### config.mk
export PLATFORM = sky130hd
export DESIGN_NAME = fetchUnit_flat
export DESIGN_NICKNAME = d
export VERILOG_FILES = /design/src/mipsPkg.sv /design/src/memBusIf.sv /design/src/fetchUnit.sv /design/src/flat_wrapper.sv
export SDC_FILE = /design/constraint.sdc
export NUM_CORES = 1
export LEC_CHECK = 0
export ABC_AREA = 1
export BUFFER_PORTS_ARGS = -buffer_cell sky130_fd_sc_hd__buf_2
export CAP_MARGIN = 10
export CORE_UTILIZATION = 40
export CTS_CLUSTER_DIAMETER = 80
export DETAILED_ROUTE_END_ITERATION = 12
export SLEW_MARGIN = 20
export SYNTH_ARGS = -nofsm -noshare
export SYNTH_HDL_FRONTEND = slang
export SYNTH_SLANG_ARGS = --single-unit
### constraint.sdc
create_clock -name clk -period 11 [get_ports clk]
set_clock_uncertainty 0.15 [all_clocks]
set_input_delay 2.2 -clock clk [delete_from_list [all_inputs] [get_ports clk]]
set_output_delay 2.2 -clock clk [all_outputs]
set_load 0.01 [all_outputs]
### src/mipsPkg.sv
package mipsPkg;

        // Datapath and memory sizes
        localparam int dataW    = 32;
        localparam int regAddrW = 5;
        localparam int memAddrW = 8;
        localparam int memWords = 1 << memAddrW;
        localparam logic [dataW-1:0] resetPc = '0;

        // Primary opcodes of the supported subset
        typedef enum logic [5:0] {
                opRType = 6'h00,
                opBeq   = 6'h04,
                opBne   = 6'h05,
                opAddiu = 6'h09,
                opAndi  = 6'h0c,
                opOri   = 6'h0d,
                opLui   = 6'h0f,
                opLw    = 6'h23,
                opSw    = 6'h2b
        } opcodeT;

        // Funct field under opRType
        localparam logic [5:0] fnSll  = 6'h00;
        localparam logic [5:0] fnSrl  = 6'h02;
        localparam logic [5:0] fnAddu = 6'h21;
        localparam logic [5:0] fnSubu = 6'h23;
        localparam logic [5:0] fnAnd  = 6'h24;
        localparam logic [5:0] fnOr   = 6'h25;
        localparam logic [5:0] fnSlt  = 6'h2a;

        typedef enum logic [3:0] {
                aluAdd, aluSub, aluAnd, aluOr, aluSlt, aluSll, aluSrl, aluLui
        } aluOpT;

        //////////////////////////////
        // Pipeline payloads

        typedef struct packed {
                logic  regWrite;
                logic  memRead;
                logic  memWrite;
                logic  memToReg;
                logic  aluSrc;
                logic  branch;
                logic  branchNe;
                aluOpT aluOp;
        } ctrlT;

        // Destination already resolved from rt/rd in decode
        typedef struct packed {
                ctrlT                ctrl;
                logic [dataW-1:0]    pc;
                logic [dataW-1:0]    data1;
                logic [dataW-1:0]    data2;
                logic [dataW-1:0]    imm;
                logic [4:0]          shamt;
                logic [regAddrW-1:0] dest;
        } idExT;

        typedef struct packed {
                logic                regWrite;
                logic                memRead;
                logic                memWrite;
                logic [dataW-1:0]    result;
                logic [dataW-1:0]    storeData;
                logic [regAddrW-1:0] dest;
        } exMemT;

        typedef struct packed {
                logic                en;
                logic [regAddrW-1:0] dest;
                logic [dataW-1:0]    data;
        } wbT;

endpackage

### src/memBusIf.sv
`timescale 1ns/1ns

interface memBusIf;
        import mipsPkg::*;

        // Request, held by the master until accepted
        logic                reqValid;
        logic                reqReady;
        logic [memAddrW-1:0] addr;
        logic                we;
        logic [dataW-1:0]    wdata;
        // Read data, one cycle after acceptance
        logic                rspValid;
        logic [dataW-1:0]    rdata;

        modport master (
                output reqValid, addr, we, wdata,
                input  reqReady, rspValid, rdata
        );
        modport memory (
                input  reqValid, addr, we, wdata,
                output reqReady, rspValid, rdata
        );
endinterface

### src/fetchUnit.sv
`timescale 1ns/1ns

module fetchUnit (
        input  logic                      clk,
        input  logic                      rstN,
        memBusIf.master                   bus,
        input  logic                      redirectValid,
        input  logic [mipsPkg::dataW-1:0] redirectPc,
        output logic                      instrValid,
        input  logic                      instrReady,
        output logic [mipsPkg::dataW-1:0] instr,
        output logic [mipsPkg::dataW-1:0] pc
);
        import mipsPkg::*;

        logic [dataW-1:0] pcQ;
        logic [dataW-1:0] reqPcQ;
        logic [dataW-1:0] bufPcQ;
        logic [dataW-1:0] instrQ;
        logic             epochQ;
        logic             reqEpochQ;
        logic             pendQ;
        logic             bufValidQ;
        logic             reqFire;
        logic             rspHit;

        // One read in flight, only into an empty buffer
        assign bus.reqValid = !pendQ && !bufValidQ;
        assign bus.addr     = pcQ[memAddrW+1:2];
        assign bus.we       = 1'b0;
        assign bus.wdata    = '0;
        assign reqFire      = bus.reqValid && bus.reqReady;

        // Response from an older epoch is dropped
        assign rspHit = bus.rspValid && pendQ && (reqEpochQ == epochQ);

        // Fresh response bypasses the buffer
        assign instrValid = bufValidQ || rspHit;
        assign instr      = bufValidQ ? instrQ : bus.rdata;
        assign pc         = bufValidQ ? bufPcQ : reqPcQ;

        always_ff @(posedge clk or negedge rstN) begin
                if (!rstN) begin
                        pcQ       <= resetPc;
                        epochQ    <= 1'b0;
                        pendQ     <= 1'b0;
                        bufValidQ <= 1'b0;
                end else begin
                        pendQ <= reqFire;
                        if (redirectValid) begin
                                // Redirect beats a same-cycle PC advance
                                pcQ       <= redirectPc;
                                epochQ    <= !epochQ;
                                bufValidQ <= 1'b0;
                        end else begin
                                if (reqFire) begin
                                        pcQ <= pcQ + 32'd4;
                                end
                                if (rspHit && !instrReady) begin
                                        bufValidQ <= 1'b1;
                                end else if (bufValidQ && instrReady) begin
                                        bufValidQ <= 1'b0;
                                end
                        end
                end
        end

        // Tag of the outstanding read, parked instruction
        always_ff @(posedge clk) begin
                if (reqFire) begin
                        reqPcQ    <= pcQ;
                        reqEpochQ <= epochQ;
                end
                if (rspHit && !instrReady) begin
                        instrQ <= bus.rdata;
                        bufPcQ <= reqPcQ;
                end
        end

endmodule

### src/flat_wrapper.sv
// flat-port wrapper written by rule: the top's interface ports become plain ports
module fetchUnit_flat import mipsPkg::*;
  (clk, rstN, redirectValid, redirectPc, instrValid, instrReady, instr, pc, bus_reqValid, bus_addr, bus_we, bus_wdata, bus_reqReady, bus_rspValid, bus_rdata);
  memBusIf bus_i ();
  input  logic clk;
  input  logic rstN;
  input  logic redirectValid;
  input  logic [mipsPkg::dataW-1:0] redirectPc;
  output logic instrValid;
  input  logic instrReady;
  output logic [mipsPkg::dataW-1:0] instr;
  output logic [mipsPkg::dataW-1:0] pc;
  output wire logic [$bits(bus_i.reqValid)-1:0] bus_reqValid;
  output wire logic [$bits(bus_i.addr)-1:0] bus_addr;
  output wire logic [$bits(bus_i.we)-1:0] bus_we;
  output wire logic [$bits(bus_i.wdata)-1:0] bus_wdata;
  input wire logic [$bits(bus_i.reqReady)-1:0] bus_reqReady;
  input wire logic [$bits(bus_i.rspValid)-1:0] bus_rspValid;
  input wire logic [$bits(bus_i.rdata)-1:0] bus_rdata;
  assign bus_reqValid = bus_i.reqValid;
  assign bus_addr = bus_i.addr;
  assign bus_we = bus_i.we;
  assign bus_wdata = bus_i.wdata;
  assign bus_i.reqReady = bus_reqReady;
  assign bus_i.rspValid = bus_rspValid;
  assign bus_i.rdata = bus_rdata;
  fetchUnit u_core (.clk(clk), .rstN(rstN), .bus(bus_i), .redirectValid(redirectValid), .redirectPc(redirectPc), .instrValid(instrValid), .instrReady(instrReady), .instr(instr), .pc(pc));
endmodule
=== After elaboration in Yosys (flattened, before gate mapping) ===
Index checks and enable logic that the tools add are counted.

* Output and inout bits: 107
* Input bits: 70
* Bits in registers: 132
* Word-level logic and storage cells: 30

* Reduce and logical (&&, ||, !) cells: 13
* Equal/unequal tests: 1
* Add/subtract/negate cells: 1
* Mux-type cells: 7

{| class="wikitable"
|+ Operators by type and width
! operator !! number
|-
| 2-to-1 mux 32 bit || 4
|-
| adder 32 x 3 -> 32 bit (second input constant) || 1
|-
| logical AND 1 bit || 6
|-
| zero test 1 bit || 4
|-
| 2-to-1 mux 1 bit || 3
|-
| nonzero test 3 bit || 1
|-
| nonzero test 2 bit || 1
|-
| equality test 1 bit || 1
|-
| logical OR 1 bit || 1
|}

=== Longest topological paths before layout ===
Gate-level depths: netlist (run 1).

* Depth in word-level cells: 5
* Gate-level depth with buffers: 9
* Gate-level depth less buffers: 9

=== Worst setup path after synthesis (run 1) ===
Ideal clock, no wire load.

* Path kind: input port to flip-flop
* Start point: input port bus_rspValid
* End point: register u_core.bufPcQ[0], enable pin
* Required time: 10,364 ps
* Library setup time: 486 ps
* Buffers on the path: 0
* Stages: 2
* Slack: 5,390 ps
* Arrival time: 4,973 ps
* Path through: nand3_1 nor2_1

* Word-level cells in the longest chain between the ends: 3

{| class="wikitable"
|+ Ends and longest elaborated chain
! item !! RTL line !! source
|-
| start, declared || flat_wrapper.sv:18 || <nowiki>input wire logic [$bits(bus_i.rspValid)-1:0] bus_rspValid;</nowiki>
|-
| logical AND 1 bit (2 in a row) || fetchUnit.sv:35 || <nowiki>assign rspHit = bus.rspValid && pendQ && (reqEpochQ == epochQ);</nowiki>
|-
| logical AND 1 bit || fetchUnit.sv:74 || <nowiki>if (rspHit && !instrReady) begin</nowiki>
|-
| end signal, assigned || fetchUnit.sv:76 || <nowiki>bufPcQ <= reqPcQ;</nowiki>
|-
| end, declared || fetchUnit.sv:18 || <nowiki>logic [dataW-1:0] bufPcQ;</nowiki>
|}

No other way between the ends.
A chain may end at the register's enable or synchronous reset.

=== Final worst setup path (run 1) ===
* Start point: register u_core.bufValidQ
* End point: output port pc[14] in the netlist's numbering

* Word-level cells in the longest chain between the ends: 1

{| class="wikitable"
|+ Ends and longest elaborated chain
! item !! RTL line !! source
|-
| start, declared || fetchUnit.sv:23 || <nowiki>logic bufValidQ;</nowiki>
|-
| start signal, assigned || fetchUnit.sv:47 || <nowiki>bufValidQ <= 1'b0;</nowiki>
|-
| start signal, assigned || fetchUnit.sv:54 || <nowiki>bufValidQ <= 1'b0;</nowiki>
|-
| start signal, assigned || fetchUnit.sv:60 || <nowiki>bufValidQ <= 1'b1;</nowiki>
|-
| 2-to-1 mux 32 bit || fetchUnit.sv:40 || <nowiki>assign pc = bufValidQ ? bufPcQ : reqPcQ;</nowiki>
|-
| end, declared || flat_wrapper.sv:12 || <nowiki>output logic [mipsPkg::dataW-1:0] pc;</nowiki>
|}

No other way between the ends.

==> results of run 1 <==
-- cell families after synthesis --
group / after synthesis
and+or+nand+nor: 430
adders and majority gates: 1
buffers and inverters: 106
xor gates and xnor gates: 8
other: 1
DFF: 132
AOI/OAI and AO/OA: 34
-- worst max-delay path by stage --
stage	startpoint	to	slack, ps	cells past startpoint
after floorplan	bus_rspValid	u_core.bufPcQ[0]	5390	2
after detailed placement	bus_rspValid	instrValid	5950	4
final	u_core.bufValidQ	pc[14]	5890	4
after CTS	bus_rspValid	instrValid	5950	4
after global placement	bus_rspValid	instrValid	5960	4
after global routing	u_core.bufValidQ	pc[18]	5530	4
-- through the flow --
stage | setup WS (ps) | hold WS [ps] | instance area (um^2)
after CTS | 5950 | 297 | 7760
after global routing | 5530 | 300 | 7760
after global placement | 5960 | 278 | 7120
after detailed placement | 5950 | 283 | 7120
final | 5890 | 295 | 7760
after floorplan | 5390 | 275 | 6530
-- flip-flops by register name (all words and copies together) (netlist names) --
register	count
u_core.bufPcQ	32
u_core.epochQ	1
u_core.reqEpochQ	1
u_core.pendQ	1
u_core.instrQ	32
u_core.bufValidQ	1
u_core.pcQ	32
u_core.reqPcQ	32
-- synthesized netlist by cell type (all sizes together) (3+ instances only) --
cell and number:
nand2 339, xor2 6, dfrtp 35, clkbuf 5, nand3 43, nor2 46
o21bai 11, o211ai 3, buf 58, o21ai 17, edfxtp 97, inv 43
-- cell type report --
type / count / area (um^2)
Timing Repair Buffer: 145 / 731
Multi-Input combinational cell: 506 / 2170
Sequential cell: 132 / 3790
Fill cell: 1521 / 7670
Tap cell: 211 / 264
Inverter: 43 / 163
Clock inverter: 10 / 151
Clock buffer: 22 / 484
-- critical path, cell delays in order, from the launching register on --
cell	delay, ps
sky130_fd_sc_hd__dfrtp_4	870
sky130_fd_sc_hd__clkinv_2	930
sky130_fd_sc_hd__nand2_1	280
sky130_fd_sc_hd__nand2_1	80
sky130_fd_sc_hd__buf_2	150
-- power groups by stage --
| stage | Combinational [mW] | Clock, mW | Sequential (mW) |
|---|---|---|---|
| final | 0.172 | 0.599 | 0.626 |
| after CTS | 0.175 | 0.611 | 0.626 |
| after global routing | 0.196 | 0.634 | 0.632 |
| after global placement | 0.173 | 0 | 0.634 |
| after detailed placement | 0.174 | 0 | 0.636 |
| after floorplan | 0.124 | 0 | 0.620 |
-- per-layer routing --
metal  up-vias  track usage, %  routed length [um]
met2       138            26.7                6330
met5         -               0                   0
met4         0            7.47                 155
li1       2471               -                   -
met3        12            3.91                 667
met1      2149            24.6                6850
==> insert_results.sql, run 1 <==
INSERT INTO impl_metrics (metric_group, metric, value, unit) VALUES
('clock_network', 'clk_root_buffer_cell', 'sky130_fd_sc_hd__clkbuf_16', ''),
('power_and_ir_drop', 'comb_power_share', '12.3', '%'),
('clock_network', 'worstSkewPairLatency', '410', 'ps'),
('critical_path', 'regToRegEndpoint', 'u_core.pcQ[2]', ''),
('synth', 'yosys.area_share.simple', '27.4', '%'),
('detailed_routing', 'detail-route-antenna-nets', '0', ''),
('cells_and_area', 'final_util', '50.3', '%'),
('detailed_routing', 'vias', '4770', ''),
('clock_network', 'cts.sink_count', '132', ''),
('synth', 'synth_async_sr_flop_share', '26.5', '%'),
('critical_path', 'worst_r2r_startpoint', 'u_core.bufValidQ', ''),
('clock_network', 'tritoncts.num_buffers', '17', ''),
('synth', 'synth_area_leaders', 'sky130_fd_sc_hd__edfxtp_1 45%, sky130_fd_sc_hd__nand2_1 20%, sky130_fd_sc_hd__dfrtp_1 14%, sky130_fd_sc_hd__buf_4 4.8%, sky130_fd_sc_hd__nand3_1 3.4%', ''),
('timing', 'maxSlewViolCount', '0', ''),
('synth', 'post_synth_mux_area_share', '0', '%'),
('synth', 'synth_edf_count', '97', ''),
('floorplanning', 'die_height', '129', 'um'),
('clock_network', 'post_cts_buffers', '0', ''),
('synth', 'synthAdderAreaFrac', '0.195', '%'),
('power_and_ir_drop', 'clkPwrFrac', '42.9', '%'),
('global_routing', 'grt_remaining_overflow', '0', ''),
('global_routing', 'grt_use_total', '17.7', '%'),
('placed_design', 'dp_cells', '1037', ''),
('clock_network', 'clock_tree.htree_level_count', '4', ''),
('clock_network', 'total_of_hold_buffers_inserted_after_clock_tree_synthesis', '0', ''),
('worst_hold_path', 'hold_end', 'u_core.bufPcQ[7]', ''),
('timing', 'worst-slew-pin-transition', '1020', 'ps'),
('cells_and_area', 'mostFrequentLayoutCell', 'sky130_fd_sc_hd__nand2_1', ''),
('clock_network', 'clockBufferDepth', '2', ''),
('cells_and_area', 'area_growth', '21.1', '%'),
('timing', 'fin_crit', '5110', 'ps'),
('placed_design', 'port-buffer-count', '143', ''),
('job', 'drv_cap', '0', ''),
('timing', 'fmax', '0.196', 'GHz'),
('synth', 'netlist_area', '0.00641', 'mm^2'),
('cells_and_area', 'antenna_diodes', '0', ''),
('timing', 'max-slew-margin-rel', '31.8', '%'),
('critical_path', 'worst-setup-path-type', 'register to output port', ''),
('clock_network', 'cts_tree', 'built', ''),
('synth', 'synth_top_cell_area_share', '45.5', '%'),
('detailed_routing', 'initial_detailed_routing_violation_count', '310', ''),
('outcome', 'outcome', 'finished clean', ''),
('synth', 'largest_family_of_logic_cells_by_synthesized_area', 'simple AND/OR/NAND/NOR gates', ''),
('worst_hold_path', 'hold_class', 'register to register', ''),
('worst_hold_path', 'hold-path-cell-count', '0', ''),
('critical_path', 'worst-endpoint-arrival', '2760', 'ps'),
('floorplanning', 'ios', '177', ''),
('synth', 'synth-xor-area-share', '1.09', '%'),
('clock_network', 'postCtsResizedCells', '0', ''),
('placed_design', 'dp_hpwl', '9470', 'um'),
('power_and_ir_drop', 'p_switching', '0.346', 'mW'),
('detailed_routing', 'post-route-drc-count', '0', ''),
('floorplanning', 'rows', '45', ''),
('power_and_ir_drop', 'p_sw_share', '24.8', '%'),
('power_and_ir_drop', 'power-per-cell-area', '180', 'mW/mm^2'),
('critical_path', 'r2r_setup_slack', '8280', 'ps'),
('critical_path', 'end_kind', 'output port', ''),
('power_and_ir_drop', 'vdd_ir_drop_max', '0.118', 'mV'),
('critical_path', 'cp.required', '8650', 'ps'),
('critical_path', 'worstSetupStartpointType', 'register', ''),
('cells_and_area', 'post_route_cells_drive_above_1_share', '23.0', '%'),
('critical_path', 'reg2regPathDepth', '5', ''),
('timing', 'setup_viol', '0', ''),
('cells_and_area', 'mostFrequentLayoutCells', '333 x sky130_fd_sc_hd__nand2_1, 143 x sky130_fd_sc_hd__buf_2, 97 x sky130_fd_sc_hd__edfxtp_1', ''),
('synth', 'ys_ff_latch', '132', ''),
('clock_network', 'clk_transition_reported_paths', '60', 'ps'),
('power_and_ir_drop', 'p_total', '1.40', 'mW'),
('detailed_routing', 'wl_per_cell', '13.1', 'um'),
('worst_hold_path', 'holdCritStartpoint', 'u_core.reqPcQ[7]', ''),
('floorplanning', 'fp.coreArea', '0.0154', 'mm^2'),
('cells_and_area', 'final_nets', '916', '');
(Power assumes the default switching activity.)
==> run 2, diff against run 1 <==
Settings changed: PLACE_DENSITY from default to 0.66.
Clock period 11 ns to 4.65 ns, I/O delays scaled along.
==> run 2 against run 1 <==
Register-to-register slack got worse by 6200 ps. Count of clock-buffer cells in the layout down 5. Wire length fell by 0.75%. Power is 130% higher. Sequential power is 130% higher. Via count rose by 0.23%. Final area decreased by 0.24%.
==> insert_results.sql, run 2 (synthesized netlist as in run 1, its figures left out) <==
INSERT INTO impl_metrics (metric_group, metric, value, unit) VALUES
('clock_network', 'tritoncts.num_buffers', '17', ''),
('critical_path', 'worst-setup-path-type', 'register to output port', ''),
('critical_path', 'r2r_setup_slack', '2120', 'ps'),
('clock_network', 'post_cts_buffers', '0', ''),
('timing', 'period_share', '66.2', '%'),
('critical_path', 'critPathMaxFanout', '65', ''),
('global_routing', 'grt_start_max_net_pins', '66', ''),
('clock_network', 'postCtsResizedCells', '0', ''),
('critical_path', 'cp.required', '3570', 'ps'),
('clock_network', 'total_of_hold_buffers_inserted_after_clock_tree_synthesis', '0', ''),
('cells_and_area', 'area_growth', '20.8', '%'),
('global_routing', 'number_of_antenna_violations_at_the_first_check_in_global_routing', '0', ''),
('cells_and_area', 'post_layout_nonfiller_instances', '1070', ''),
('placed_design', 'dp_hpwl', '9540', 'um'),
('critical_path', 'worst-endpoint-arrival', '2000', 'ps'),
('global_routing', 'grt_pass1_vias', '4307', ''),
('critical_path', 'crit_slowest_cell', 'sky130_fd_sc_hd__inv_2', ''),
('timing', 'fmax', '0.325', 'GHz'),
('global_routing', 'grt_remaining_overflow', '0', ''),
('placed_design', 'globalplace.congestion', '0.872', ''),
('timing', 'fin_tns_setup', '0', 'ps'),
('timing', 'hold-worst-slack', '294', 'ps'),
('clock_network', 'worstSkewPairLatency', '410', 'ps'),
('timing', 'timing_hold_violations_final', '0', ''),
('detailed_routing', 'totalWireLength', '13900', 'um'),
('floorplanning', 'die-area', '0.0165', 'mm^2'),
('global_routing', 'grt_use_total', '17.3', '%'),
('clock_network', 'clock_tree.htree_level_count', '4', ''),
('clock_network', 'cts_tree', 'built', ''),
('floorplanning', 'rows', '45', ''),
('outcome', 'outcome', 'finished clean', ''),
('placed_design', 'dp_cells', '1038', ''),
('timing', 'setup_viol', '0', ''),
('floorplanning', 'die_w', '129', 'um'),
('cells_and_area', 'antenna_diodes', '0', ''),
('timing', 'postLayoutSetupSlackWorst', '1570', 'ps'),
('detailed_routing', 'via_per_inst', '4.47', ''),
('detailed_routing', 'post-route-drc-count', '0', ''),
('worst_hold_path', 'hold_class', 'register to register', ''),
('critical_path', 'cp_common_cell', 'sky130_fd_sc_hd__nand2_1', ''),
('cells_and_area', 'mostFrequentLayoutCells', '333 x sky130_fd_sc_hd__nand2_1, 143 x sky130_fd_sc_hd__buf_2, 97 x sky130_fd_sc_hd__edfxtp_1', ''),
('critical_path', 'worst-path-buf-inv', '2', ''),
('detailed_routing', 'initial_detailed_routing_violation_count', '390', ''),
('detailed_routing', 'firstDrtPassIters', '4', ''),
('floorplanning', 'die_height', '129', 'um'),
('global_routing', 'grt_first_pass_wirelength', '21900', 'um'),
('clock_network', 'cts.sink_count', '132', ''),
('cells_and_area', 'num-fill-cells', '1533', ''),
('cells_and_area', 'post_route_cells_drive_above_1_share', '23.1', '%'),
('placed_design', 'preCtsSetupSlack', '1870', 'ps'),
('timing', 'grt_setup_unrepaired', 'no', ''),
('power_and_ir_drop', 'power-per-cell-area', '421', 'mW/mm^2'),
('clock_network', 'clk_root_buffer_cell', 'sky130_fd_sc_hd__clkbuf_16', ''),
('cells_and_area', 'final_nets', '917', ''),
('clock_network', 'clk_transition_reported_paths', '60', 'ps'),
('floorplanning', 'start_util', '41.5', '%'),
('cells_and_area', 'mostFrequentLayoutCell', 'sky130_fd_sc_hd__nand2_1', ''),
('critical_path', 'max_stage_delay', '780', 'ps'),
('job', 'drv_cap', '0', ''),
('floorplanning', 'ios', '177', ''),
('timing', 'maxSlewViolCount', '0', ''),
('detailed_routing', 'vias', '4781', ''),
('critical_path', 'end_kind', 'output port', ''),
('timing', 'worst-slew-pin-transition', '1090', 'ps'),
('detailed_routing', 'wl_per_cell', '13.0', 'um'),
('critical_path', 'crit_chain', 'inv_2 -> nand2_1 -> nand2_1 -> buf_2', ''),
('power_and_ir_drop', 'p_total', '3.26', 'mW'),
('floorplanning', 'fp.coreArea', '0.0154', 'mm^2'),
('power_and_ir_drop', 'p_leak', '3.55', 'nW'),
('timing', 'fin_crit', '3080', 'ps'),
('placed_design', 'port-buffer-count', '143', ''),
('power_and_ir_drop', 'vdd_ir_drop_max', '0.289', 'mV'),
('critical_path', 'worstSetupStartpointType', 'register', ''),
('critical_path', 'critical_path.top_delay_family', 'buffers and inverters', ''),
('detailed_routing', 'detail-route-antenna-nets', '0', ''),
('timing', 'max-slew-margin-rel', '27.0', '%'),
('clock_network', 'clockBufferDepth', '2', '');
run 2: area by class of cell:
class	count	area (um^2)	share of cell area, %
Timing Repair Buffer	146	738	9.54
Clock buffer	17	425	5.50
Sequential cell	132	3790	49.0
Multi-Input combinational cell	506	2170	28.1
Tap cell	211	264	3.41
Clock inverter	15	188	2.42
Inverter	43	161	2.09
run 2: worst paths after layout:
check / startpoint / cells past startpoint / endpoint
min in group asynchronous: rstN / 1 / u_core.pcQ[27]
min: u_core.reqPcQ[4] / 0 / u_core.bufPcQ[4]
max reg2reg: u_core.bufValidQ / 6 / u_core.pcQ[2]
max in group asynchronous: rstN / 1 / u_core.bufValidQ
min reg2reg: u_core.reqPcQ[4] / 0 / u_core.bufPcQ[4]
max: u_core.bufValidQ / 4 / pc[30]
run 2: report_power, final:
part,switching (mW),leakage [nW],internal [mW],total (mW)
Sequential,0.0831,1.32,1.39,1.47
Clock,0.484,0.294,0.890,1.37
Combinational,0.265,1.94,0.149,0.415
Total,0.833,3.55,2.43,3.26
run 2: per-stage QoR:
stage | cell area (um^2) | util (%)
2_1_floorplan | 6530 | -
3_3_place_gp | 7130 | 46.2
3_5_place_dp | 7130 | 46.2
4_1_cts | 7740 | 50.2
5_1_grt | 7740 | 50.2
6_report | 7740 | 50.2
run 2: worst register-to-register path: cells and delay by family, from the launching register on:
kind,cells,cell delay [ps]
AOI/OAI and AO/OA,1,240
buffers and inverters,2,630
and+or+nand+nor,3,1020
DFF,1,400
run 2: layer usage:
| metal | vias up | GRT usage, % | wire (um) |
|---|---|---|---|
| met5 | - | 0 | 0 |
| met4 | 0 | 7.34 | 155 |
| met3 | 12 | 3.45 | 576 |
| met2 | 127 | 27.2 | 6460 |
| met1 | 2167 | 23.5 | 6710 |
| li1 | 2475 | - | - |
==> run 3, diff against run 2 <==
Settings changed: PLACE_DENSITY 0.66 to default.
Clock period 4.65 ns to 2.9 ns, I/O delays scaled along.
==> run 3 against run 2 <==
Power grew 49%. Register-to-register slack got worse by 1500 ps. Sequential cell count is the same. Hold slack lost 160 ps. Critical endpoint is now instr[24].
==> insert_results.sql, run 3 (synthesized netlist as in run 1, its figures left out) <==
INSERT INTO impl_metrics (metric_group, metric, value, unit) VALUES
('outcome', 'outcome', 'finished clean', ''),
('detailed_routing', 'detail-route-antenna-nets', '0', ''),
('timing', 'hold-worst-slack', '137', 'ps'),
('cells_and_area', 'mostFrequentLayoutCells', '333 x sky130_fd_sc_hd__nand2_1, 143 x sky130_fd_sc_hd__buf_2, 97 x sky130_fd_sc_hd__edfxtp_1', ''),
('cells_and_area', 'antenna_diodes', '0', ''),
('timing', 'worst-slew-pin-transition', '914', 'ps'),
('power_and_ir_drop', 'total_internal_power', '3.60', 'mW'),
('floorplanning', 'die_height', '129', 'um'),
('placed_design', 'dp_hpwl', '9680', 'um'),
('global_routing', 'use_met2', '26.6', '%'),
('power_and_ir_drop', 'p_sw_share', '26.0', '%'),
('floorplanning', 'fp.coreArea', '0.0154', 'mm^2'),
('clock_network', 'clockBufferDepth', '2', ''),
('clock_network', 'total_of_hold_buffers_inserted_after_clock_tree_synthesis', '0', ''),
('cells_and_area', 'final_util', '49.8', '%'),
('floorplanning', 'start_util', '41.5', '%'),
('detailed_routing', 'vias', '4761', ''),
('clock_network', 'postCtsResizedCells', '0', ''),
('timing', 'setup_viol', '0', ''),
('power_and_ir_drop', 'comb_power_share', '13.8', '%'),
('critical_path', 'cp_common_cell', 'sky130_fd_sc_hd__nand2_1', ''),
('timing', 'fmax', '0.392', 'GHz'),
('worst_hold_path', 'hold_class', 'input pin to async pin', ''),
('timing', 'timing_hold_violations_final', '0', ''),
('power_and_ir_drop', 'p_switching', '1.27', 'mW'),
('critical_path', 'critPathMaxFanout', '37', ''),
('global_routing', 'grt_use_total', '17.4', '%'),
('critical_path', 'worstSetupStartpointType', 'register', ''),
('global_routing', 'grt.met1_usage', '23.9', '%'),
('floorplanning', 'rows', '45', ''),
('cells_and_area', 'final_nets', '919', ''),
('critical_path', 'crit_slowest_cell', 'sky130_fd_sc_hd__dfrtp_2', ''),
('cells_and_area', 'mostFrequentLayoutCell', 'sky130_fd_sc_hd__nand2_1', ''),
('detailed_routing', 'wl_per_cell', '12.8', 'um'),
('critical_path', 'critical_path.top_delay_family', 'buffers and inverters', ''),
('global_routing', 'globalRoute.busiestLayer', 'met2', ''),
('detailed_routing', 'initial_detailed_routing_violation_count', '307', ''),
('critical_path', 'crit_chain', 'inv_2 -> buf_12 -> nand2_1 -> nand2_1 -> buf_2', ''),
('cells_and_area', 'area_growth', '20.0', '%'),
('clock_network', 'cts.sink_count', '132', ''),
('power_and_ir_drop', 'power.share.sequential', '48.5', '%'),
('floorplanning', 'die_w', '129', 'um'),
('floorplanning', 'ios', '177', ''),
('detailed_routing', 'totalWireLength', '13700', 'um'),
('global_routing', 'grt_first_pass_wirelength', '21700', 'um'),
('clock_network', 'tritoncts.num_buffers', '17', ''),
('critical_path', 'r2r_setup_slack', '650', 'ps'),
('clock_network', 'clk_root_buffer_cell', 'sky130_fd_sc_hd__clkbuf_16', ''),
('critical_path', 'worst-setup-path-type', 'register to output port', ''),
('placed_design', 'port-buffer-count', '143', ''),
('timing', 'maxSlewViolCount', '0', ''),
('power_and_ir_drop', 'clkPwrFrac', '37.6', '%'),
('critical_path', 'worst-endpoint-arrival', '1820', 'ps'),
('power_and_ir_drop', 'power-per-cell-area', '633', 'mW/mm^2'),
('global_routing', 'grt_start_max_net_pins', '61', ''),
('power_and_ir_drop', 'vdd_ir_drop_max', '0.435', 'mV'),
('timing', 'max-slew-margin-rel', '39.0', '%'),
('critical_path', 'end_kind', 'output port', ''),
('clock_network', 'clk_transition_reported_paths', '50', 'ps'),
('global_routing', 'grt_pass1_vias', '4308', ''),
('timing', 'fin_crit', '2550', 'ps'),
('detailed_routing', 'via_per_inst', '4.44', ''),
('power_and_ir_drop', 'p_leak', '3.53', 'nW'),
('global_routing', 'number_of_antenna_violations_at_the_first_check_in_global_routing', '0', ''),
('critical_path', 'worst-path-buf-inv', '3', ''),
('critical_path', 'max_stage_delay', '450', 'ps'),
('clock_network', 'clock_tree.htree_level_count', '4', ''),
('clock_network', 'worstSkewPairLatency', '410', 'ps'),
('critical_path', 'cp.required', '2170', 'ps'),
('placed_design', 'globalplace.congestion', '0.834', ''),
('power_and_ir_drop', 'p_total', '4.87', 'mW'),
('floorplanning', 'die-area', '0.0165', 'mm^2'),
('global_routing', 'use_met3', '4.62', '%'),
('timing', 'fin_tns_setup', '0', 'ps'),
('global_routing', 'grt_remaining_overflow', '0', ''),
('detailed_routing', 'firstDrtPassIters', '7', ''),
('detailed_routing', 'post-route-drc-count', '0', ''),
('cells_and_area', 'post_route_cells_drive_above_1_share', '22.4', '%'),
('clock_network', 'cts_tree', 'built', ''),
('job', 'drv_cap', '0', ''),
('clock_network', 'post_cts_buffers', '0', ''),
('timing', 'grt_setup_unrepaired', 'no', ''),
('timing', 'period_share', '87.9', '%');
-- run 3: path summary, 6_finish.rpt --
check / start / end / cells after the start
worst max-delay path: u_core.bufValidQ / instr[24] / 5
worst min-delay path: rstN / u_core.pcQ[4] / 1
worst max register to register: u_core.bufValidQ / u_core.pcQ[2] / 5
worst min register to register: u_core.reqPcQ[18] / u_core.bufPcQ[18] / 0
max in group asynchronous: rstN / u_core.bufValidQ / 1
min in group clk: bus_rdata[28] / u_core.instrQ[28] / 1
-- run 3: routing by layer --
layer | vias to the layer above | wire length, um
met5 | - | 0
met1 | 2135 | 6790
li1 | 2475 | -
met4 | 0 | 199
met2 | 136 | 6080
met3 | 15 | 678
-- run 3: cell type report --
type	instances	area, um^2
clock inverters	7	33.8
well taps	211	264
inverters	43	161
multi-input cells	506	2170
repair buffers	148	791
fillers	1552	7740
flip-flops and latches	132	3790
clock buffers	25	475
-- run 3: power by group through the flow --
stage | logic [mW] | registers, mW | clock network [mW]
CTS | 0.686 | 2.36 | 1.88
global route | 0.764 | 2.39 | 1.96
finish | 0.674 | 2.36 | 1.83
detailed placement | 0.684 | 2.40 | 0
floorplan | 0.471 | 2.35 | 0
global placement | 0.677 | 2.39 | 0
-- run 3: metrics by stage --
| step | setup slack (ps) | cells | area (um^2) |
|---|---|---|---|
| floorplan | 664 | 744 | 6540 |
| global placement | 661 | 1040 | 7180 |
| detailed placement | 567 | 1040 | 7180 |
| CTS | 299 | 1072 | 7690 |
| global route | 175 | 1072 | 7690 |
| finish | 352 | 1072 | 7690 |
